## src/rtl/fbTxtPkg.sv

```systemverilog
// widths, screen constants and packed structs for the text-mode pixel pipeline
package fbTxtPkg;

	localparam int PosW    = 12;	// pixel position, per axis
	localparam int CellIxW = 14;	// display memory cell index
	localparam int GlyphW  = 16;
	localparam int FontW   = 64;	// one 8x8 font block
	localparam int CellW   = 32;

	// columns per row, 640 and 800 pixel widths
	localparam int Cols40  = 40;
	localparam int Cols80  = 80;
	localparam int Cols50  = 50;
	localparam int Cols100 = 100;

	localparam int RowLimit25 = 27;
	localparam int RowLimit50 = 52;
	localparam int SkipRows   = 2;	// top rows hidden above the index origin

	// border colour chroma, luma is zero
	localparam int BorderU = 128;
	localparam int BorderV = 128;

	typedef struct packed
	{
		logic [PosW-1:0] x;
		logic [PosW-1:0] y;
	} pixPosT;

	typedef struct packed
	{
		logic col80;
		logic row50;
		logic horz800;
	} dispCtrlT;

	typedef struct packed
	{
		logic [3:0] fx;	// 4x4 bitmap bit index
		logic [5:0] gx;	// 8x8 glyph bit index
		logic       outside;
		logic       border;
	} cellPosT;

	// cell tag, bits 31:30 of the cell word
	typedef enum logic [1:0]
	{
		textCell   = 2'b00,
		bitmapCell = 2'b01
	} cellKindT;

	typedef struct packed
	{
		logic [5:0] y6;
		logic [4:0] u5;
		logic [4:0] v5;
	} yuv16T;

	typedef struct packed
	{
		cellKindT          kind;
		logic              blinkForced;
		logic [GlyphW-1:0] bits;	// bitmap bits of a bitmap cell
		logic [3:0]        fx;
		logic [5:0]        gx;
		logic              border;
		yuv16T             endA;	// foreground
		yuv16T             endB;	// background
	} execOutT;

	typedef struct packed
	{
		logic [7:0] y;
		logic [7:0] u;
		logic [7:0] v;
	} pixYuvT;

endpackage

```

## src/rtl/rgbToYuv.sv

```systemverilog
// 12-bit RGB endpoint to packed 16-bit YUV
`timescale 1ns/10ps

module rgbToYuv
(
	input  logic [11:0]     rgb,
	output fbTxtPkg::yuv16T yuv
);

	logic [3:0] r;
	logic [3:0] g;
	logic [3:0] b;

	assign r = rgb[11:8];
	assign g = rgb[7:4];
	assign b = rgb[3:0];

	// luma weights green double, taking its field with one bit of blue
	assign yuv.y6 = {1'b0, rgb[7:3]} + {2'b0, r} + {2'b0, b};

	// chroma centred on 16
	assign yuv.u5 = 5'd16 + ({1'b0, b} - {1'b0, g});
	assign yuv.v5 = 5'd16 + ({1'b0, r} - {1'b0, g});

endmodule

```

## src/rtl/cellAddrDecode.sv

```systemverilog
// position register, cell index, sub-pixel indices, limit and border flags
`timescale 1ns/10ps

module cellAddrDecode
(
	input  logic                         clock,
	input  logic                         arstN,
	input  fbTxtPkg::pixPosT             pixPos,
	input  fbTxtPkg::dispCtrlT           dispCtrl,
	output logic [fbTxtPkg::CellIxW-1:0] pixCellIx,
	output fbTxtPkg::cellPosT            cellPos
);

	fbTxtPkg::pixPosT   posQ;
	fbTxtPkg::dispCtrlT ctrlQ;

	logic [fbTxtPkg::CellIxW-1:0] cols;
	logic [fbTxtPkg::CellIxW-1:0] cellRow;
	logic [fbTxtPkg::CellIxW-1:0] cellCol;
	logic [fbTxtPkg::CellIxW-1:0] cellIx;
	logic [5:0]                   rowLimit;
	logic [2:0]                   subY;	// glyph row within the cell
	logic [2:0]                   subX;
	fbTxtPkg::cellPosT            posNext;

	always_comb
	begin
		if (ctrlQ.col80)
			cols = ctrlQ.horz800 ? fbTxtPkg::CellIxW'(fbTxtPkg::Cols100) :
				fbTxtPkg::CellIxW'(fbTxtPkg::Cols80);
		else
			cols = ctrlQ.horz800 ? fbTxtPkg::CellIxW'(fbTxtPkg::Cols50) :
				fbTxtPkg::CellIxW'(fbTxtPkg::Cols40);

		// 8 or 16 pixel tall cells
		cellRow  = fbTxtPkg::CellIxW'(posQ.y >> (ctrlQ.row50 ? 3 : 4));
		cellCol  = fbTxtPkg::CellIxW'(posQ.x >> (ctrlQ.col80 ? 3 : 4));
		rowLimit = ctrlQ.row50 ? 6'(fbTxtPkg::RowLimit50) : 6'(fbTxtPkg::RowLimit25);

		// wraps for rows above SkipRows
		cellIx = cellRow * cols + cellCol - fbTxtPkg::CellIxW'(fbTxtPkg::SkipRows) * cols;

		// wide cells step the glyph every second pixel
		subY = ctrlQ.row50 ? posQ.y[2:0] : posQ.y[3:1];
		subX = ctrlQ.col80 ? posQ.x[2:0] : posQ.x[3:1];

		posNext.gx      = {3'd7 - subY, 3'd7 - subX};
		posNext.fx      = {2'd3 - subY[2:1], 2'd3 - subX[2:1]};
		posNext.outside = (cellCol >= cols) || (cellRow[5:0] >= rowLimit);
		posNext.border  = posQ.x[11] | posQ.y[11];
	end

	always_ff @(posedge clock or negedge arstN)
	begin
		if (!arstN)
		begin
			posQ      <= '0;
			ctrlQ     <= '0;
			pixCellIx <= '0;
			cellPos   <= '0;
		end
		else
		begin
			posQ      <= pixPos;	// edge 0
			ctrlQ     <= dispCtrl;
			pixCellIx <= cellIx;	// edge 1, request to display memory
			cellPos   <= posNext;
		end
	end

endmodule

```

## src/rtl/cellColorExec.sv

```systemverilog
// cell word decode into glyph, blink flag and two YUV colour endpoints
`timescale 1ns/10ps

module cellColorExec
(
	input  logic                         clock,
	input  logic                         arstN,
	input  fbTxtPkg::cellPosT            cellPos,
	input  logic [fbTxtPkg::CellW-1:0]   cellWord,
	input  logic                         blinkSlow,
	input  logic                         blinkFast,
	output logic [fbTxtPkg::GlyphW-1:0]  fontGlyph,
	output fbTxtPkg::execOutT            execOut
);

	logic [fbTxtPkg::CellW-1:0]  word;
	logic [fbTxtPkg::GlyphW-1:0] glyph;
	fbTxtPkg::cellKindT          kind;
	logic                        blinkForced;
	logic [11:0]                 rgbA;
	logic [11:0]                 rgbB;
	fbTxtPkg::yuv16T             yuvA;
	fbTxtPkg::yuv16T             yuvB;
	fbTxtPkg::execOutT           execNext;

	// 6-bit endpoints repeat each 2-bit channel, 9-bit ones pad a zero below
	function automatic logic [11:0] expandRgb(input logic [1:0] tag, input logic [5:0] c6,
		input logic [8:0] c9);
		logic [11:0] rgb;
		case (tag)
			2'b00:   rgb = {c6[5:4], c6[5:4], c6[3:2], c6[3:2], c6[1:0], c6[1:0]};
			2'b10:   rgb = {c9[8:6], 1'b0, c9[5:3], 1'b0, c9[2:0], 1'b0};
			default: rgb = '0;	// unused colour tags show black
		endcase
		return rgb;
	endfunction

	always_comb
	begin
		word  = cellPos.outside ? '0 : cellWord;	// blank cell off screen
		glyph = word[15:0];
		kind  = fbTxtPkg::cellKindT'(word[31:30]);

		rgbA = expandRgb(word[29:28], word[21:16], word[18:10]);
		rgbB = expandRgb(word[29:28], word[27:22], word[27:19]);

		blinkForced = 1'b0;
		if (kind == fbTxtPkg::textCell)
		begin
			case (glyph[15:14])
				2'b01:   blinkForced = blinkFast;
				2'b10:   blinkForced = blinkSlow;
				default: blinkForced = 1'b0;	// 11 is steady
			endcase
		end
	end

	rgbToYuv rgbToYuvA_i
	(
		.rgb (rgbA),
		.yuv (yuvA)
	);

	rgbToYuv rgbToYuvB_i
	(
		.rgb (rgbB),
		.yuv (yuvB)
	);

	always_comb
	begin
		execNext.kind        = kind;
		execNext.blinkForced = blinkForced;
		execNext.bits        = glyph;
		execNext.fx          = cellPos.fx;
		execNext.gx          = cellPos.gx;
		execNext.border      = cellPos.border;
		execNext.endA        = yuvA;
		execNext.endB        = yuvB;
	end

	always_ff @(posedge clock or negedge arstN)
	begin
		if (!arstN)
		begin
			fontGlyph <= '0;
			execOut   <= '0;
		end
		else
		begin
			fontGlyph <= glyph;	// edge 2, font ROM address
			execOut   <= execNext;
		end
	end

endmodule

```

## src/rtl/pixelResult.sv

```systemverilog
// endpoint select by pixel bit and expansion into the 8-bit YUV pixel
`timescale 1ns/10ps

module pixelResult
(
	input  logic                       clock,
	input  logic                       arstN,
	input  fbTxtPkg::execOutT          execOut,
	input  logic [fbTxtPkg::FontW-1:0] fontData,
	output fbTxtPkg::pixYuvT           pixel
);

	logic              pixBit;
	fbTxtPkg::yuv16T   sel;
	fbTxtPkg::pixYuvT  pixNext;

	always_comb
	begin
		case (execOut.kind)
			fbTxtPkg::textCell:
				pixBit = execOut.blinkForced ? 1'b0 : fontData[execOut.gx];
			fbTxtPkg::bitmapCell:
				pixBit = execOut.bits[execOut.fx];
			default:
				pixBit = 1'b0;	// dropped cell types show background
		endcase

		sel = pixBit ? execOut.endA : execOut.endB;

		// repeat the top bits to fill 8 bits
		pixNext.y = {sel.y6, sel.y6[5:4]};
		pixNext.u = {sel.u5, sel.u5[4:2]};
		pixNext.v = {sel.v5, sel.v5[4:2]};

		if (execOut.border)
		begin
			pixNext.y = 8'd0;
			pixNext.u = 8'(fbTxtPkg::BorderU);
			pixNext.v = 8'(fbTxtPkg::BorderV);
		end
	end

	always_ff @(posedge clock or negedge arstN)
	begin
		if (!arstN)
			pixel <= '0;
		else
			pixel <= pixNext;	// edge 3
	end

endmodule

```

## src/rtl/fbTxtTop.sv

```systemverilog
// top level of the text-mode pixel pipeline, decode then execute then result
`timescale 1ns/10ps

module fbTxtTop
(
	input  logic                             clock,
	input  logic                             arstN,
	input  fbTxtPkg::pixPosT                 pixPos,
	input  fbTxtPkg::dispCtrlT               dispCtrl,
	input  logic [fbTxtPkg::CellW-1:0]       cellWord,
	input  logic [fbTxtPkg::FontW-1:0]       fontData,
	input  logic                             blinkSlow,
	input  logic                             blinkFast,
	output logic [fbTxtPkg::CellIxW-1:0]     pixCellIx,
	output logic [fbTxtPkg::GlyphW-1:0]      fontGlyph,
	output fbTxtPkg::pixYuvT                 pixel
);

	fbTxtPkg::cellPosT cellPos;	// stage 1 to stage 2
	fbTxtPkg::execOutT execOut;	// stage 2 to stage 3

	cellAddrDecode cellAddrDecode_i
	(
		.clock     (clock),
		.arstN     (arstN),
		.pixPos    (pixPos),
		.dispCtrl  (dispCtrl),
		.pixCellIx (pixCellIx),
		.cellPos   (cellPos)
	);

	cellColorExec cellColorExec_i
	(
		.clock     (clock),
		.arstN     (arstN),
		.cellPos   (cellPos),
		.cellWord  (cellWord),
		.blinkSlow (blinkSlow),
		.blinkFast (blinkFast),
		.fontGlyph (fontGlyph),
		.execOut   (execOut)
	);

	pixelResult pixelResult_i
	(
		.clock    (clock),
		.arstN    (arstN),
		.execOut  (execOut),
		.fontData (fontData),
		.pixel    (pixel)
	);

endmodule

```

## config.mk

```make
export PLATFORM = sky130hd
export DESIGN_NAME = fbTxtTop
export DESIGN_NICKNAME = d
export VERILOG_FILES = /design/src/rtl/fbTxtPkg.sv /design/src/rtl/rgbToYuv.sv /design/src/rtl/cellAddrDecode.sv /design/src/rtl/cellColorExec.sv /design/src/rtl/pixelResult.sv /design/src/rtl/fbTxtTop.sv
export SDC_FILE = /design/constraint.sdc
export NUM_CORES = 1
export LEC_CHECK = 0
export BUFFER_PORTS_ARGS = -buffer_cell sky130_fd_sc_hd__buf_2
export CAP_MARGIN = 20
export CORE_ASPECT_RATIO = 0.75
export CORE_MARGIN = 1.5
export CORE_UTILIZATION = 30
export DETAILED_ROUTE_END_ITERATION = 10
export PLACE_DENSITY_LB_ADDON = 0.1
export SETUP_SLACK_MARGIN = 0.15
export SKIP_LAST_GASP = 1
export SLEW_MARGIN = 15
export SYNTH_ARGS = -nofsm -noshare
export SYNTH_HDL_FRONTEND = slang
export SYNTH_SLANG_ARGS = --single-unit
export TNS_END_PERCENT = 1
```

## constraint.sdc

```tcl
create_clock -name clock -period 8.22 [get_ports clock]
set_input_delay 0.411 -clock clock [delete_from_list [all_inputs] [get_ports clock]]
set_output_delay 0.411 -clock clock [all_outputs]
set_load 0.1 [all_outputs]
```

After elaboration in Yosys (flattened, before gate mapping)
Cells that the tools add are included.
{ "word_totals": {"reg_bits": 139, "in_bits": 127, "wordCells": 80, "output_inout_bits": 54} }
{ "op_classes": {"n_mux": 21, "bitwise_logic": 1, "magnitude_cmp": 4, "n_eq_ne": 4, "shift": 2, "add_sub_neg": 18, "mul": 1, "reduce_logical": 4} }
{ "ops": {"columns": ["operator", "n"], "rows": [
  ["12-bit by 32-bit right shift with 14-bit output", 2],
  ["12-bit case mux with 2 select lines", 2],
  ["32-bit two-way mux", 1],
  ["24-bit two-way mux", 1],
  ["5-bit adder (first input constant)", 4],
  ["4-bit by 4-bit subtractor with 5-bit output", 4],
  ["16-bit two-way mux", 1],
  ["14-bit adder", 1],
  ["14-bit >= comparator", 1],
  ["14-bit by 14-bit multiplier with 14-bit output", 1],
  ["14-bit two-way mux", 1],
  ["14-bit subtractor", 1],
  ["5-bit by 4-bit adder with 6-bit output", 2],
  ["6-bit by 4-bit adder with 6-bit output", 2],
  ["3-bit two-way mux", 4],
  ["6-bit two-way mux", 2],
  ["6-bit by 7-bit less-than comparator with 1-bit output (second input constant)", 1],
  ["1-bit binary-select mux with 6-bit select", 1],
  ["6-bit >= comparator", 1],
  ["2-bit logical NOT", 3],
  ["3-bit subtractor (first input constant)", 2],
  ["4-bit by 5-bit less-than comparator with 1-bit output (second input constant)", 1],
  ["5-bit two-way mux", 1],
  ["1-bit binary-select mux with 4-bit select", 1],
  ["other kinds (7)", 14]
]} }

Logic depth before layout (Yosys ltp)
Gate-level depths: netlist of the first run.
{ "depth": {"ltp_word": 6, "ltp_mapped": 24, "mapped_depth_nobuf": 22} }

By module
A second synthesis of the first run with hierarchy kept.
{ "unflattened": {"cells_unflattened": 770, "area_unflattened_um2": 8822.2} }
{ "modules_own_cells": {"columns": ["mod", "cells_each", "area_each_um2", "instances"], "rows": [
  ["cellAddrDecode", 384, 4073.9, 1],
  ["cellColorExec", 154, 2135.8, 1],
  ["pixelResult", 131, 1657.8, 1],
  ["rgbToYuv at cellColorExec_i.rgbToYuvA_i", 51, 480.5, 1],
  ["rgbToYuv at cellColorExec_i.rgbToYuvB_i", 50, 474.2, 1]
]} }

Least setup slack after synthesis of the first run
Ideal clock, no wire load.
{ "synth_path": {"path_kind": "register to register", "from": "reg cellAddrDecode_i.ctrlQ[2] (netlist bit)", "to": "reg cellAddrDecode_i.pixCellIx[13] (netlist bit)", "required_ns": 8.088, "arrival_time_ns": 6.089, "setup_time_ns": 0.132, "n_path_buf": 2, "slack_ns": 1.999, "stages_incl_launch_ff": 25, "path_cell_list": "dfrtp_1 clkbuf_1 clkbuf_1 inv_1 ha_1 inv_1 nor2_1 fa_1 inv_1 fa_1 inv_1 ha_1 inv_1 fa_1 inv_1 fa_1 inv_1 fa_1 inv_1 ha_1 inv_1 o21bai_1 a2111oi_0 o41ai_1 xnor2_1"} }
{ "synth_between": {"elab_chain_cells": 4, "elab_cells_between_ends": 6, "cone_classes": "add/sub (2); mul (1); shift (1); mux (2)"} }
{ "synth_lines": {"columns": ["element", "line_no", "source"], "rows": [
  ["start: declaration", "cellAddrDecode.sv:15", "fbTxtPkg::dispCtrlT ctrlQ;"],
  ["start signal: assignment", "cellAddrDecode.sv:65", "ctrlQ <= dispCtrl;"],
  ["14-bit two-way mux / 3-bit two-way mux (equally long branches)", "cellAddrDecode.sv:28, cellAddrDecode.sv:37", null],
  ["14-bit by 14-bit multiplier with 14-bit output / 12-bit by 32-bit right shift with 14-bit output (equally long branches)", "cellAddrDecode.sv:41, cellAddrDecode.sv:37", null],
  ["14-bit adder", "cellAddrDecode.sv:41", "cellIx = cellRow * cols + cellCol - fbTxtPkg::CellIxW'(fbTxtPkg::SkipRows) * cols;"],
  ["14-bit subtractor *", "cellAddrDecode.sv:41", null],
  ["named net cellAddrDecode_i.cellIx, one bit", "cellAddrDecode.sv:20", "logic [fbTxtPkg::CellIxW-1:0] cellIx;"],
  ["end signal: assignment", "cellAddrDecode.sv:66", "pixCellIx <= cellIx;"],
  ["end: declaration", "cellAddrDecode.sv:10", "output logic [fbTxtPkg::CellIxW-1:0] pixCellIx,"]
]} }
Mark *: on every way through the listed nets, which the timed path passes. The rest lies on a longest branch.

Worst setup path after layout of the first run
{ "layout_path": {"from": "reg cellAddrDecode_i.ctrlQ[1] (netlist bit)", "to": "reg cellAddrDecode_i.pixCellIx[13] (netlist bit)"} }
{ "layout_between": {"elab_chain_cells": 5} }
{ "layout_lines": {"columns": ["element", "line_no", "source"], "rows": [
  ["3-bit two-way mux", "cellAddrDecode.sv:36", "cellRow = fbTxtPkg::CellIxW'(posQ.y >> (ctrlQ.row50 ? 3 : 4));"],
  ["12-bit by 32-bit right shift with 14-bit output", "cellAddrDecode.sv:36", null],
  ["14-bit by 14-bit multiplier with 14-bit output", "cellAddrDecode.sv:41", null],
  ["14-bit adder", "cellAddrDecode.sv:41", null],
  ["14-bit subtractor", "cellAddrDecode.sv:41", null],
  ["named net cellAddrDecode_i.cellIx, one bit", "cellAddrDecode.sv:20", null]
]} }
The timed path passes the listed nets, and every way through them passes these cells.

==> impl_results.md, run 1 <==
* Cell chain of the critical path: mux2i_1 -> or2_2 -> fa_1 -> fa_1 -> inv_1 -> ha_1 -> ha_1 -> inv_1 -> fa_1 -> fa_1 -> inv_1 -> ha_1 -> a21o_1 -> a21oi_1 -> o21bai_1 -> a2111oi_0 -> o41ai_1 -> xnor2_1
* Total Die Area at 30,900 um^2
* Clk sinks at 125
* Setup_tns at 0 ps
* Crit end category: register
* CP most frequent cell: fa_1
* Main flop type after synthesis: dfrtp_1
* Synth top area share at 35.0%
* Reg clk slew, reported paths at 60 ps
* Top cell type by total area after synthesis: dfrtp_1
* Crit path DAT at 6650 ps
* Core ar. at 29,200 um^2
* Period utilization at 77.4%
* Root Driver: clkbuf_16
* Post-DRT Antenna Nets at 0
* Sequential cell area at 3130 um^2
* Yosys cell types at 41
* DRC viols at 0
* Share of cells above drive strength 1 at 25.5%
* Synth Area in Simple Gates at 10.3%
* Synthesized flop and latch total at 125
* Worst Skew at 14.4 ps
* Wire length per cell at 15.5 um
* Grt ovf at 0
* Setup violations, final at 0
* H-tree depth at 4
* Avg Cell Area, Syn at 11.1 um^2
* Post-layout util at 36.9%
* Synth area leaders: dfrtp_1, fa_1, ha_1
* Switching Share at 42.3%
* 1st-iter DRT viols at 218
* Fin. max-slew vios at 0
* Complex-gate fraction of the synthesized area at 4.20%
* Min Tclk post-route at 6360 ps
* CTS tree: done
* P_leak at 5.69 nW
* Crit path launch type: register
* Adder-Cell Fraction of Synth Area at 26.2%
* Gr usage total at 15.0%
* R2r worst-path depth at 18
* Slew of the pin with the lowest slew margin at 970 ps
* Sequential share of power at 23.2%
* Initial antenna violation count at 0
* Area of the multi-input gates at 5000 um^2
* Post-detail-place hpwl at 17,000 um
* Achievable Freq at 157 MHz
* Largest net degree at the start of global routing at 75
* Max Root-Sink Buffers at 2
* CP delay by family, top: adder cells
* Max-cap check violation count at 0
* Crit Path Class: reg -> reg
* Worst path max stage delay at 820 ps
* Worst-skew pair later-pin latency at 430 ps
* Count leader, synth: inv_1
* Fill count at 2,981
* Part of the Yosys area used for sequential elements at 35.0%
* PwrDens at 292 nW/um^2
* Top post-synthesis cells by count: inv_1, dfrtp_1, ha_1, fa_1, nand2b_1
* Die Span Y at 153 um
* Sw Pwr at 1.33 mW
* Die X at 202 um
* CP bufs+invs at 3
* CP max-delay cell: dfrtp_1
* Diodes inserted at 0
* DR top layer: met4
* Ports at 181
* Routed vias/inst at 4.25
* CTS Hold Buffers Added at 0
* Fin. Hold Viols at 0
* Total CTS buffers at 17
* Post-synth ARST share at 100%
* Hold WC Path Type: in -> async
* Relative slew slack at 35.4%
* Multiplexer area fraction after synthesis at 11.8%
* Final GP Congestion at 0.803
* WL met2 at 9290 um
* Status: complete, no violations
* Num rows at 54
* Routed WL at 21,400 um
* Int Power at 1.81 mW
* Number of enable flip-flop cells after synthesis at 0
* Number of port buffers at 180
* Vias at 5,865
* Crit path max fanout at 16
* Post-CTS setup repair buffer count at 0
* Area Overhead vs Synth at 20.3%
* WL met3 at 873 um
* Post-Syn Area at 8950 um^2
* XOR/XNOR share of the synthesized area at 2.94%
* Yosys warnings at 0
* Metal1 wirelength at 11,000 um
* RSZ-0062 raised after global routing: no
* Clock Power Share at 27.3%
* Worst VDD drop at 0.000307 V
* CP Data Required Time at 8510 ps
* TritonRoute pass-1 iters at 4
* Logic pwr share at 49.5%
* Critical Path Stages at 18
* Fin nets at 1,251
* First-pass GRT wire length at 35,500 um
* Largest family of logic cells by synthesized area: adder cells
* Resized cells post-CTS at 0
* Vias in the first global route at 6,260
* Cells after synthesis at 809
* Initial Utilization at 30.6%
-- area by class of cell --
cell class / count / share of cell area (%)
multi-input combinational: 500 / 46.5
sequential: 125 / 29.1
inverter: 148 / 5.16
tap: 392 / 4.56
timing repair buffer: 183 / 8.64
clock inverter: 14 / 2.16
clock buffer: 17 / 3.95
-- metrics by stage --
step	total power, mW	std cells	cell area [um^2]	hold WS, ps	setup slack, ps
2_1_floorplan	1.97	817	8980	115	2000
3_3_place_gp	2.33	1348	10100	333	1970
3_5_place_dp	2.30	1348	10100	335	1860
4_1_cts	3.21	1379	10800	45.1	1840
5_1_grt	3.42	1379	10800	64.8	1480
6_report	3.14	1379	10800	13.3	1860
-- power groups by stage --
stage / Sequential (mW) / Combinational, mW / Clock, mW
finish: 0.728 / 1.56 / 0.860
global route: 0.737 / 1.77 / 0.913
CTS: 0.731 / 1.59 / 0.890
detailed placement: 0.740 / 1.56 / 0
global placement: 0.743 / 1.58 / 0
floorplan: 0.975 / 0.995 / 0
-- registers in the layout (all words and copies together) (netlist names) --
name and count:
cellColorExec_i.execOut 42, cellAddrDecode_i.posQ 24, pixelResult_i.pixel 18, cellColorExec_i.fontGlyph 16, cellAddrDecode_i.pixCellIx 14, cellAddrDecode_i.cellPos 8
cellAddrDecode_i.ctrlQ 3
-- logic make-up after synthesis --
logic type / count (synthesis)
compound gates: 59
buf+inv: 192
other cells: 2
fa+ha+maj: 149
flops: 125
mux: 75
xor+xnor: 30
simple gates: 177
-- path summary, 6_finish.rpt --
path / from / endpoint / slack, ps
max: cellAddrDecode_i.ctrlQ[1] / cellAddrDecode_i.pixCellIx[13] / 1860
max in group asynchronous: arstN / cellAddrDecode_i.pixCellIx[4] / 7080
max reg2reg: cellAddrDecode_i.ctrlQ[1] / cellAddrDecode_i.pixCellIx[13] / 1860
min reg2reg: cellAddrDecode_i.cellPos[9] / cellColorExec_i.execOut[40] / 340
min in group clock: pixPos[8] / cellAddrDecode_i.posQ[8] / 80
min: arstN / pixelResult_i.pixel[7] / 10
-- cells in the final DEF, fill, tap and decap left out, types with 2 or more instances in the layout --
cell / Yosys / layout
a2111oi_0: 3 / 3
a21o_1: 14 / 14
a21oi_1: 25 / 25
and2_1: 5 / 5
buf_2: 3 / 179
buf_4: 22 / 3
bufinv_16: 0 / 5
clkbuf_16: 0 / 17
clkinv_4: 0 / 3
conb_1: 2 / 10
dfrtp_1: 125 / 125
fa_1: 64 / 64
ha_1: 85 / 85
inv_1: 146 / 146
inv_2: 2 / 2
inv_6: 0 / 3
inv_8: 0 / 2
mux2_2: 12 / 12
mux2i_1: 41 / 41
mux4_1: 4 / 4
mux4_2: 18 / 18
nand2_1: 20 / 20
nand2b_1: 54 / 54
nand3_1: 4 / 4
nor2_1: 52 / 52
nor2b_1: 29 / 29
nor3_1: 4 / 4
o211ai_1: 3 / 3
o21ai_0: 6 / 6
o21bai_1: 2 / 2
o41ai_1: 2 / 2
or2_2: 5 / 5
xnor2_1: 25 / 25
xor2_1: 5 / 5
-- per-layer routing --
layer  GRT usage, %  up-vias
met5              0        -
met4           3.49        0
met3           3.10        9
met2           22.1      123
met1           22.3     2857
li1               -     2876
(Power assumes the default switching activity.)
==> run 2: changes to the inputs <==
- ABC_AREA: unset -> 1
- clock period: 8.22 -> 6.6 ns (I/O delays scaled with it)
==> run 2 against run 1 <==
Utilization fell by 0.063 points. Synthesized cell count up 28%. Design area rose by 0.52%. Synthesized area increased by 1.0%. Clock power increased by 5.7%. Combinational power rose by 25%. Non-clock buffer count increased by 11. Setup slack worse by 1200 ps. Global-route usage rose by 1.1 points. Critical endpoint is now cellAddrDecode_i.pixCellIx[11].
==> impl_results.md, run 2 <==
* Sequential share of power at 24.3% (+1.1 points)
* Layout Cells excl Fill at 1,612 (+17%)
* R2r startpoint: cellAddrDecode_i.ctrlQ[1]
* Routed vias/inst at 4.37 (+2.8%)
* Initial Utilization at 30.8% (+0.11 points)
* Initial antenna violation count at 0 (unchanged)
* 1st-iter DRT viols at 410 (+88%)
* Routed WL at 23,900 um (+12%)
* Slew of the pin with the lowest slew margin at 906 ps (-63.2 ps)
* Number of enable flip-flop cells after synthesis at 0 (unchanged)
* Post-Place Cells at 1,574 (+17%)
* Hold path endpoint: cellAddrDecode_i.posQ[10]
* Final GP Congestion at 0.809 (+0.76%)
* Root Driver: clkbuf_16
* Status: complete, no violations
* Post-layout util at 36.8% (-0.063 points)
* Fin nets at 1,483 (+19%)
* H-tree depth at 4 (unchanged)
* Worst Skew at 21.7 ps (+7.29 ps)
* CTS tree: done
* Tot Pwr at 3.78 mW (+20%)
* Count leader, synth: inv_1
* Max Root-Sink Buffers at 2 (unchanged)
* Resized cells post-CTS at 0 (unchanged)
* Top post-synthesis cells by count: inv_1, nand2_1, dfrtp_1, nor2_1, ha_1
* Reg-to-Reg End: cellAddrDecode_i.pixCellIx[11]
* Clk sinks at 125 (unchanged)
* Worst-skew pair later-pin latency at 430 ps (about the same)
* P_leak at 5.98 nW (+5.0%)
* Largest regs: cellColorExec_i.execOut: 42 flops, cellAddrDecode_i.posQ: 24 flops, pixelResult_i.pixel: 18 flops
* Switching Share at 46.3% (+4.0 points)
* Setup violations, final at 0 (unchanged)
* RSZ-0062 raised after global routing: no
* Worst path max stage delay at 550 ps (-270 ps)
* R2r worst-path depth at 24 (+6)
* TritonRoute pass-1 iters at 5 (+1)
* Hold Path Origin: pixPos[10]
* Cells after synthesis at 1,038 (+28%)
* Post-DRT Antenna Nets at 0 (unchanged)
* CTS Hold Buffers Added at 5 (+5)
* Largest net degree at the start of global routing at 70 (-6.7%)
* Crit end category: register
* Synth area leaders: dfrtp_1, fa_1, ha_1
* Die Span Y at 153 um (+0.51%)
* Crit path max fanout at 11 (-5)
* Worst VDD drop at 0.000328 V (+7.1%)
* CP max-delay cell: dfrtp_1
* First-pass GRT wire length at 39,000 um (+9.7%)
* Hold WC Path Type: in -> reg
* Min Tclk post-route at 5960 ps (-401 ps)
* Crit path launch type: register
* Logic pwr share at 51.6% (+2.1 points)
* Total Die Area at 31,200 um^2 (+1.0%)
* Fin. Hold Viols at 0 (unchanged)
* Cell chain of the critical path: inv_2 -> or2_2 -> o21ai_1 -> nor2_1 -> fa_1 -> inv_1 -> fa_1 -> inv_1 -> ha_1 -> inv_1 -> fa_1 -> inv_1 -> fa_1 -> inv_1 -> fa_1 -> inv_1 -> ha_1 -> a21oi_1 -> o21ai_0 -> a21oi_1 -> nor2_1 -> o21ai_0 -> nand2_1 -> xor2_1
* Total CTS buffers at 17 (unchanged)
* Setup_tns at 0 ps (unchanged)
* Fin. max-slew vios at 0 (unchanged)
* Yosys cell types at 39 (-4.9%)
* Hold Slack at 21.2 ps (+7.90 ps)
* Post-CTS setup repair buffer count at 0 (unchanged)
* Num rows at 54 (unchanged)
* Largest register FFs at 42 (unchanged)
* Die X at 203 um (+0.52%)
* CP delay by family, top: adder cells
* Post-synth ARST share at 100% (unchanged)
* Top cell type by total area after synthesis: dfrtp_1
* Post-Syn Area at 9040 um^2 (+1.0%)
* Largest Register: cellColorExec_i.execOut
* Achievable Freq at 168 MHz (+6.7%)
* Most common cell after layout, fill and taps aside: inv_1
* DRC viols at 0 (unchanged)
* Avg Cell Area, Syn at 8.71 um^2 (-21%)
* Max-cap check violation count at 0 (unchanged)
* Int Power at 2.03 mW (+12%)
* Core ar. at 29,400 um^2 (+0.69%)
* CP bufs+invs at 7 (+4)
* Reg clk slew, reported paths at 60 ps (about the same)
* Gr usage total at 16.1% (+1.1 points)
* Crit Path Class: reg -> reg
* Yosys warnings at 0 (unchanged)
* Period utilization at 90.4% (+13 points)
* CP most frequent cell: inv_1
* Wire length per cell at 14.8 um (-4.5%)
* Number of port buffers at 180 (unchanged)
* Area Overhead vs Synth at 19.7%
* Crit path DAT at 6270 ps (-380 ps)
* PwrDens at 350 nW/um^2 (+20%)
* Share of cells above drive strength 1 at 19.7% (-5.9 points)
* Synth top area share at 34.6% (-0.36 points)
* Vias in the first global route at 7,149 (+14%)
* Clock Power Share at 24.0% (-3.3 points)
* Sw Pwr at 1.75 mW (+32%)
* CP Data Required Time at 6910 ps (-1600 ps)
* Grt ovf at 0 (unchanged)
* Vias at 7,048 (+20%)
* Synthesized flop and latch total at 125 (unchanged)
* Relative slew slack at 39.6% (+4.2 points)
* Setup slack, reg-to-reg at 640 ps (-1220 ps)
* Ports at 181 (unchanged)
* Diodes inserted at 0 (unchanged)
* Critical Path Start: cellAddrDecode_i.ctrlQ[1]
* Most frequent cells in the layout: inv_1, buf_2, nand2_1
* Part of the Yosys area used for sequential elements at 34.6% (-0.36 points)
* Hold Path Cell Cnt at 1
* Post-detail-place hpwl at 18,900 um (+12%)
* Main flop type after synthesis: dfrtp_1
[run 2: worst register-to-register path: cells and delay by family (launching register included)]
family | cells | cell delay [ps]
xor gates and xnor gates | 1 | 140
DFF | 1 | 550
and+or+nand+nor | 4 | 570
adders and majority gates | 7 | 3180
AOI/OAI and AO/OA | 5 | 960
buffers and inverters | 7 | 440
[run 2: cells by family after synthesis]
kind of cell,synth area share [%]
buffers and inverters,12.5
multiplexers,0.332
other,0.0831
AND/OR/NAND/NOR,17.2
XOR/XNOR,2.71
flip-flops,34.6
adder cells (fa/ha/maj),25.9
AO/OA/AOI/OAI,6.60
[run 2: metrics by stage]
step                cell area, um^2  worst slack, ps
finish                        10800              636
global route                  10800              195
CTS                           10800              639
detailed placement            10200              640
global placement              10200              749
floorplan                      9070              783
[run 2: worst max path at each step]
stage / endpoint / slack (ps) / depth (start not counted)
after global routing: cellAddrDecode_i.pixCellIx[11] / 190 / 24
after global placement: cellAddrDecode_i.pixCellIx[11] / 750 / 24
after floorplan: cellAddrDecode_i.pixCellIx[11] / 780 / 26
final: cellAddrDecode_i.pixCellIx[11] / 640 / 24
after CTS: cellAddrDecode_i.pixCellIx[11] / 640 / 24
after detailed placement: cellAddrDecode_i.pixCellIx[11] / 640 / 24
[run 2: metal layers]
metal | track usage, % | wire, um | vias to the layer above
met1 | 24.8 | 12900 | 3360
met5 | 0 | 0 | -
met4 | 3.39 | 190 | 0
met2 | 23.4 | 9810 | 155
li1 | - | - | 3522
met3 | 2.43 | 941 | 11
[run 2: power by group through the flow]
stage / registers [mW] / clock network (mW) / logic, mW
after CTS: 0.928 / 0.932 / 2.00
after global placement: 0.944 / 0 / 1.97
after floorplan: 1.25 / 0 / 1.24
after global routing: 0.933 / 0.970 / 2.25
after detailed placement: 0.940 / 0 / 1.98
final: 0.922 / 0.909 / 1.95
[run 2: cell type report]
cell class	count	area, um^2
fill	3089	18600
multi-input combinational	660	4810
sequential	125	3130
timing repair buffer	194	1040
inverter	209	787
tap	392	490
clock buffer	18	429
clock inverter	14	134
==> run 3: changes to the inputs <==
- MAX_ROUTING_LAYER: unset -> met4
- TNS_END_PERCENT: 1 -> 10
==> run 3 against run 2 <==
Setup slack better by 22 ps. Clock power barely moved. Critical path depth did not move. Critical path type unchanged. Largest power group unchanged.
==> impl_results.md, run 3 (synthesis gave the netlist of run 2 again) <==
* Resized cells post-CTS at 0 (unchanged)
* Max Root-Sink Buffers at 2 (unchanged)
* Slew of the pin with the lowest slew margin at 888 ps (-18.6 ps)
* Routed vias/inst at 4.39 (+0.42%)
* Most frequent cells in the layout: inv_1, buf_2, nand2_1
* CP Data Required Time at 6900 ps (about the same)
* Area Overhead vs Synth at 19.8% (about the same)
* Crit path launch type: register
* Vias at 7,082 (+0.48%)
* RSZ-0062 raised after global routing: no
* Period utilization at 90.0% (-0.34 points)
* Routed WL at 23,800 um (-0.24%)
* Post-detail-place hpwl at 18,900 um (unchanged)
* Setup_tns at 0 ps (unchanged)
* TritonRoute pass-1 iters at 5 (unchanged)
* Setup violations, final at 0 (unchanged)
* Initial antenna violation count at 0 (unchanged)
* Most common cell after layout, fill and taps aside: inv_1
* Share of cells above drive strength 1 at 19.7% (about the same)
* H-tree depth at 4 (unchanged)
* Fin. max-slew vios at 0 (unchanged)
* Critical Path Start: cellAddrDecode_i.ctrlQ[1]
* Fin. Hold Viols at 0 (unchanged)
* 1st-iter DRT viols at 380 (-7.3%)
* Num rows at 54 (unchanged)
* Fill count at 3,090 (+0.032%)
* Worst VDD drop at 0.000329 V (about the same)
* Final GP Congestion at 0.823 (+1.7%)
* Hold Slack at 21.2 ps (-0.0324 ps)
* CP bufs+invs at 7 (unchanged)
* Hold Path Origin: pixPos[10]
* Vias in the first global route at 7,146 (-0.042%)
* Fin nets at 1,484 (+0.067%)
* Relative slew slack at 40.8% (+1.2 points)
* Min Tclk post-route at 5940 ps (-22.3 ps)
* Ports at 181 (unchanged)
* Worst Skew at 19.1 ps (-2.56 ps)
* DRC viols at 0 (unchanged)
* Total CTS buffers at 17 (unchanged)
* Crit Path Class: reg -> reg
* R2r startpoint: cellAddrDecode_i.ctrlQ[1]
* Hold WC Path Type: in -> reg
* Crit path DAT at 6250 ps (-20 ps)
* Diodes inserted at 0 (unchanged)
* CP delay by family, top: adder cells
* Number of port buffers at 180 (unchanged)
* Largest Register: cellColorExec_i.execOut
* PwrDens at 349 nW/um^2 (-0.10%)
* First-pass GRT wire length at 38,900 um (about the same)
* CP most frequent cell: inv_1
* Crit path max fanout at 11 (unchanged)
* Wire length per cell at 14.8 um (-0.30%)
* Cell chain of the critical path: inv_2 -> or2_2 -> o21ai_1 -> nor2_1 -> fa_1 -> inv_1 -> fa_1 -> inv_1 -> ha_1 -> inv_1 -> fa_1 -> inv_1 -> fa_1 -> inv_1 -> fa_1 -> inv_1 -> ha_1 -> a21oi_1 -> o21ai_0 -> a21oi_1 -> nor2_1 -> o21ai_0 -> nand2_1 -> xor2_1
* Status: complete, no violations
* Initial Utilization at 30.8% (unchanged)
* Die Span Y at 153 um (unchanged)
* CTS tree: done
* Largest register FFs at 42 (unchanged)
* Die X at 203 um (unchanged)
* CP max-delay cell: dfrtp_1
* Worst path max stage delay at 550 ps (about the same)
* Core ar. at 29,400 um^2 (unchanged)
* Root Driver: clkbuf_16
* Max-cap check violation count at 0 (unchanged)
* Reg clk slew, reported paths at 60 ps (about the same)
* Largest net degree at the start of global routing at 70 (unchanged)
* Achievable Freq at 168 MHz (+0.37%)
* Clk sinks at 125 (unchanged)
* Total Die Area at 31,200 um^2 (unchanged)
* P_leak at 5.98 nW (about the same)
* Crit end category: register
* Largest regs: cellColorExec_i.execOut: 42 flops, cellAddrDecode_i.posQ: 24 flops, pixelResult_i.pixel: 18 flops
* Worst-skew pair later-pin latency at 430 ps (about the same)
* Grt ovf at 0 (unchanged)
* Gr usage total at 16.5% (+0.47 points)
* Post-DRT Antenna Nets at 0 (unchanged)
[run 3: worst reg2reg max path, cell delays in order, from the launching register on]
cell,delay [ps]
dfrtp_1,550
inv_2,160
or2_2,300
o21ai_1,300
nor2_1,130
fa_1,550
inv_1,60
fa_1,530
inv_1,40
ha_1,260
inv_1,40
fa_1,470
inv_1,50
fa_1,520
inv_1,50
fa_1,520
inv_1,40
ha_1,330
a21oi_1,140
o21ai_0,130
a21oi_1,210
nor2_1,60
o21ai_0,150
nand2_1,80
xor2_1,140
[run 3: area by class of cell]
class                           instances  area, um^2  share of cell area, %
Sequential cell                       125        3130                   28.9
Tap cell                              392         490                   4.53
Multi-Input combinational cell        660        4810                   44.4
Inverter                              209         787                   7.27
Clock inverter                         14         134                   1.24
Timing Repair Buffer                  195        1050                   9.71
Clock buffer                           18         429                   3.96
[run 3: path summary, 6_finish.rpt]
check | to | cells past startpoint | slack (ps)
worst min-delay path | cellAddrDecode_i.posQ[10] | 1 | 20
max in group asynchronous | cellAddrDecode_i.posQ[10] | 3 | 4940
min in group asynchronous | pixelResult_i.pixel[11] | 2 | 480
worst max register to register | cellAddrDecode_i.pixCellIx[11] | 24 | 660
worst max-delay path | cellAddrDecode_i.pixCellIx[11] | 24 | 660
worst min register to register | cellColorExec_i.execOut[40] | 0 | 340
[run 3: routing by layer]
layer / wire length [um] / up-vias / global-route usage [%]
met4: 155 / 0 / 3.17
met5: 0 / - / -
met3: 943 / 7 / 2.52
li1: - / 3525 / -
met2: 9860 / 164 / 23.5
met1: 12800 / 3386 / 24.7
[run 3: timing repair]
action	4_1_cts	5_1_grt
endpoints found under the hold margin	72	1
hold buffers	5	1
buffers inserted	0	0
[run 3: report_power, final]
part,total [mW],switching [mW],internal (mW)
registers,0.922,0.0498,0.872
logic,1.96,1.32,0.638
clock network,0.908,0.383,0.525
total,3.78,1.75,2.03
[run 3: stage by stage]
| stage | instance area, um^2 | worst slack, ps | power, mW | cells | util, % |
|---|---|---|---|---|---|
| 6_report | 10800 | 658 | 3.78 | 1613 | 36.8 |
| 5_1_grt | 10800 | 195 | 4.15 | 1613 | 36.8 |
| 4_1_cts | 10800 | 639 | 3.86 | 1611 | 36.7 |
| 3_5_place_dp | 10200 | 640 | 2.92 | 1574 | 34.6 |
| 3_3_place_gp | 10200 | 749 | 2.92 | 1573 | 34.6 |
| 2_1_floorplan | 9070 | 783 | 2.49 | 1046 | - |
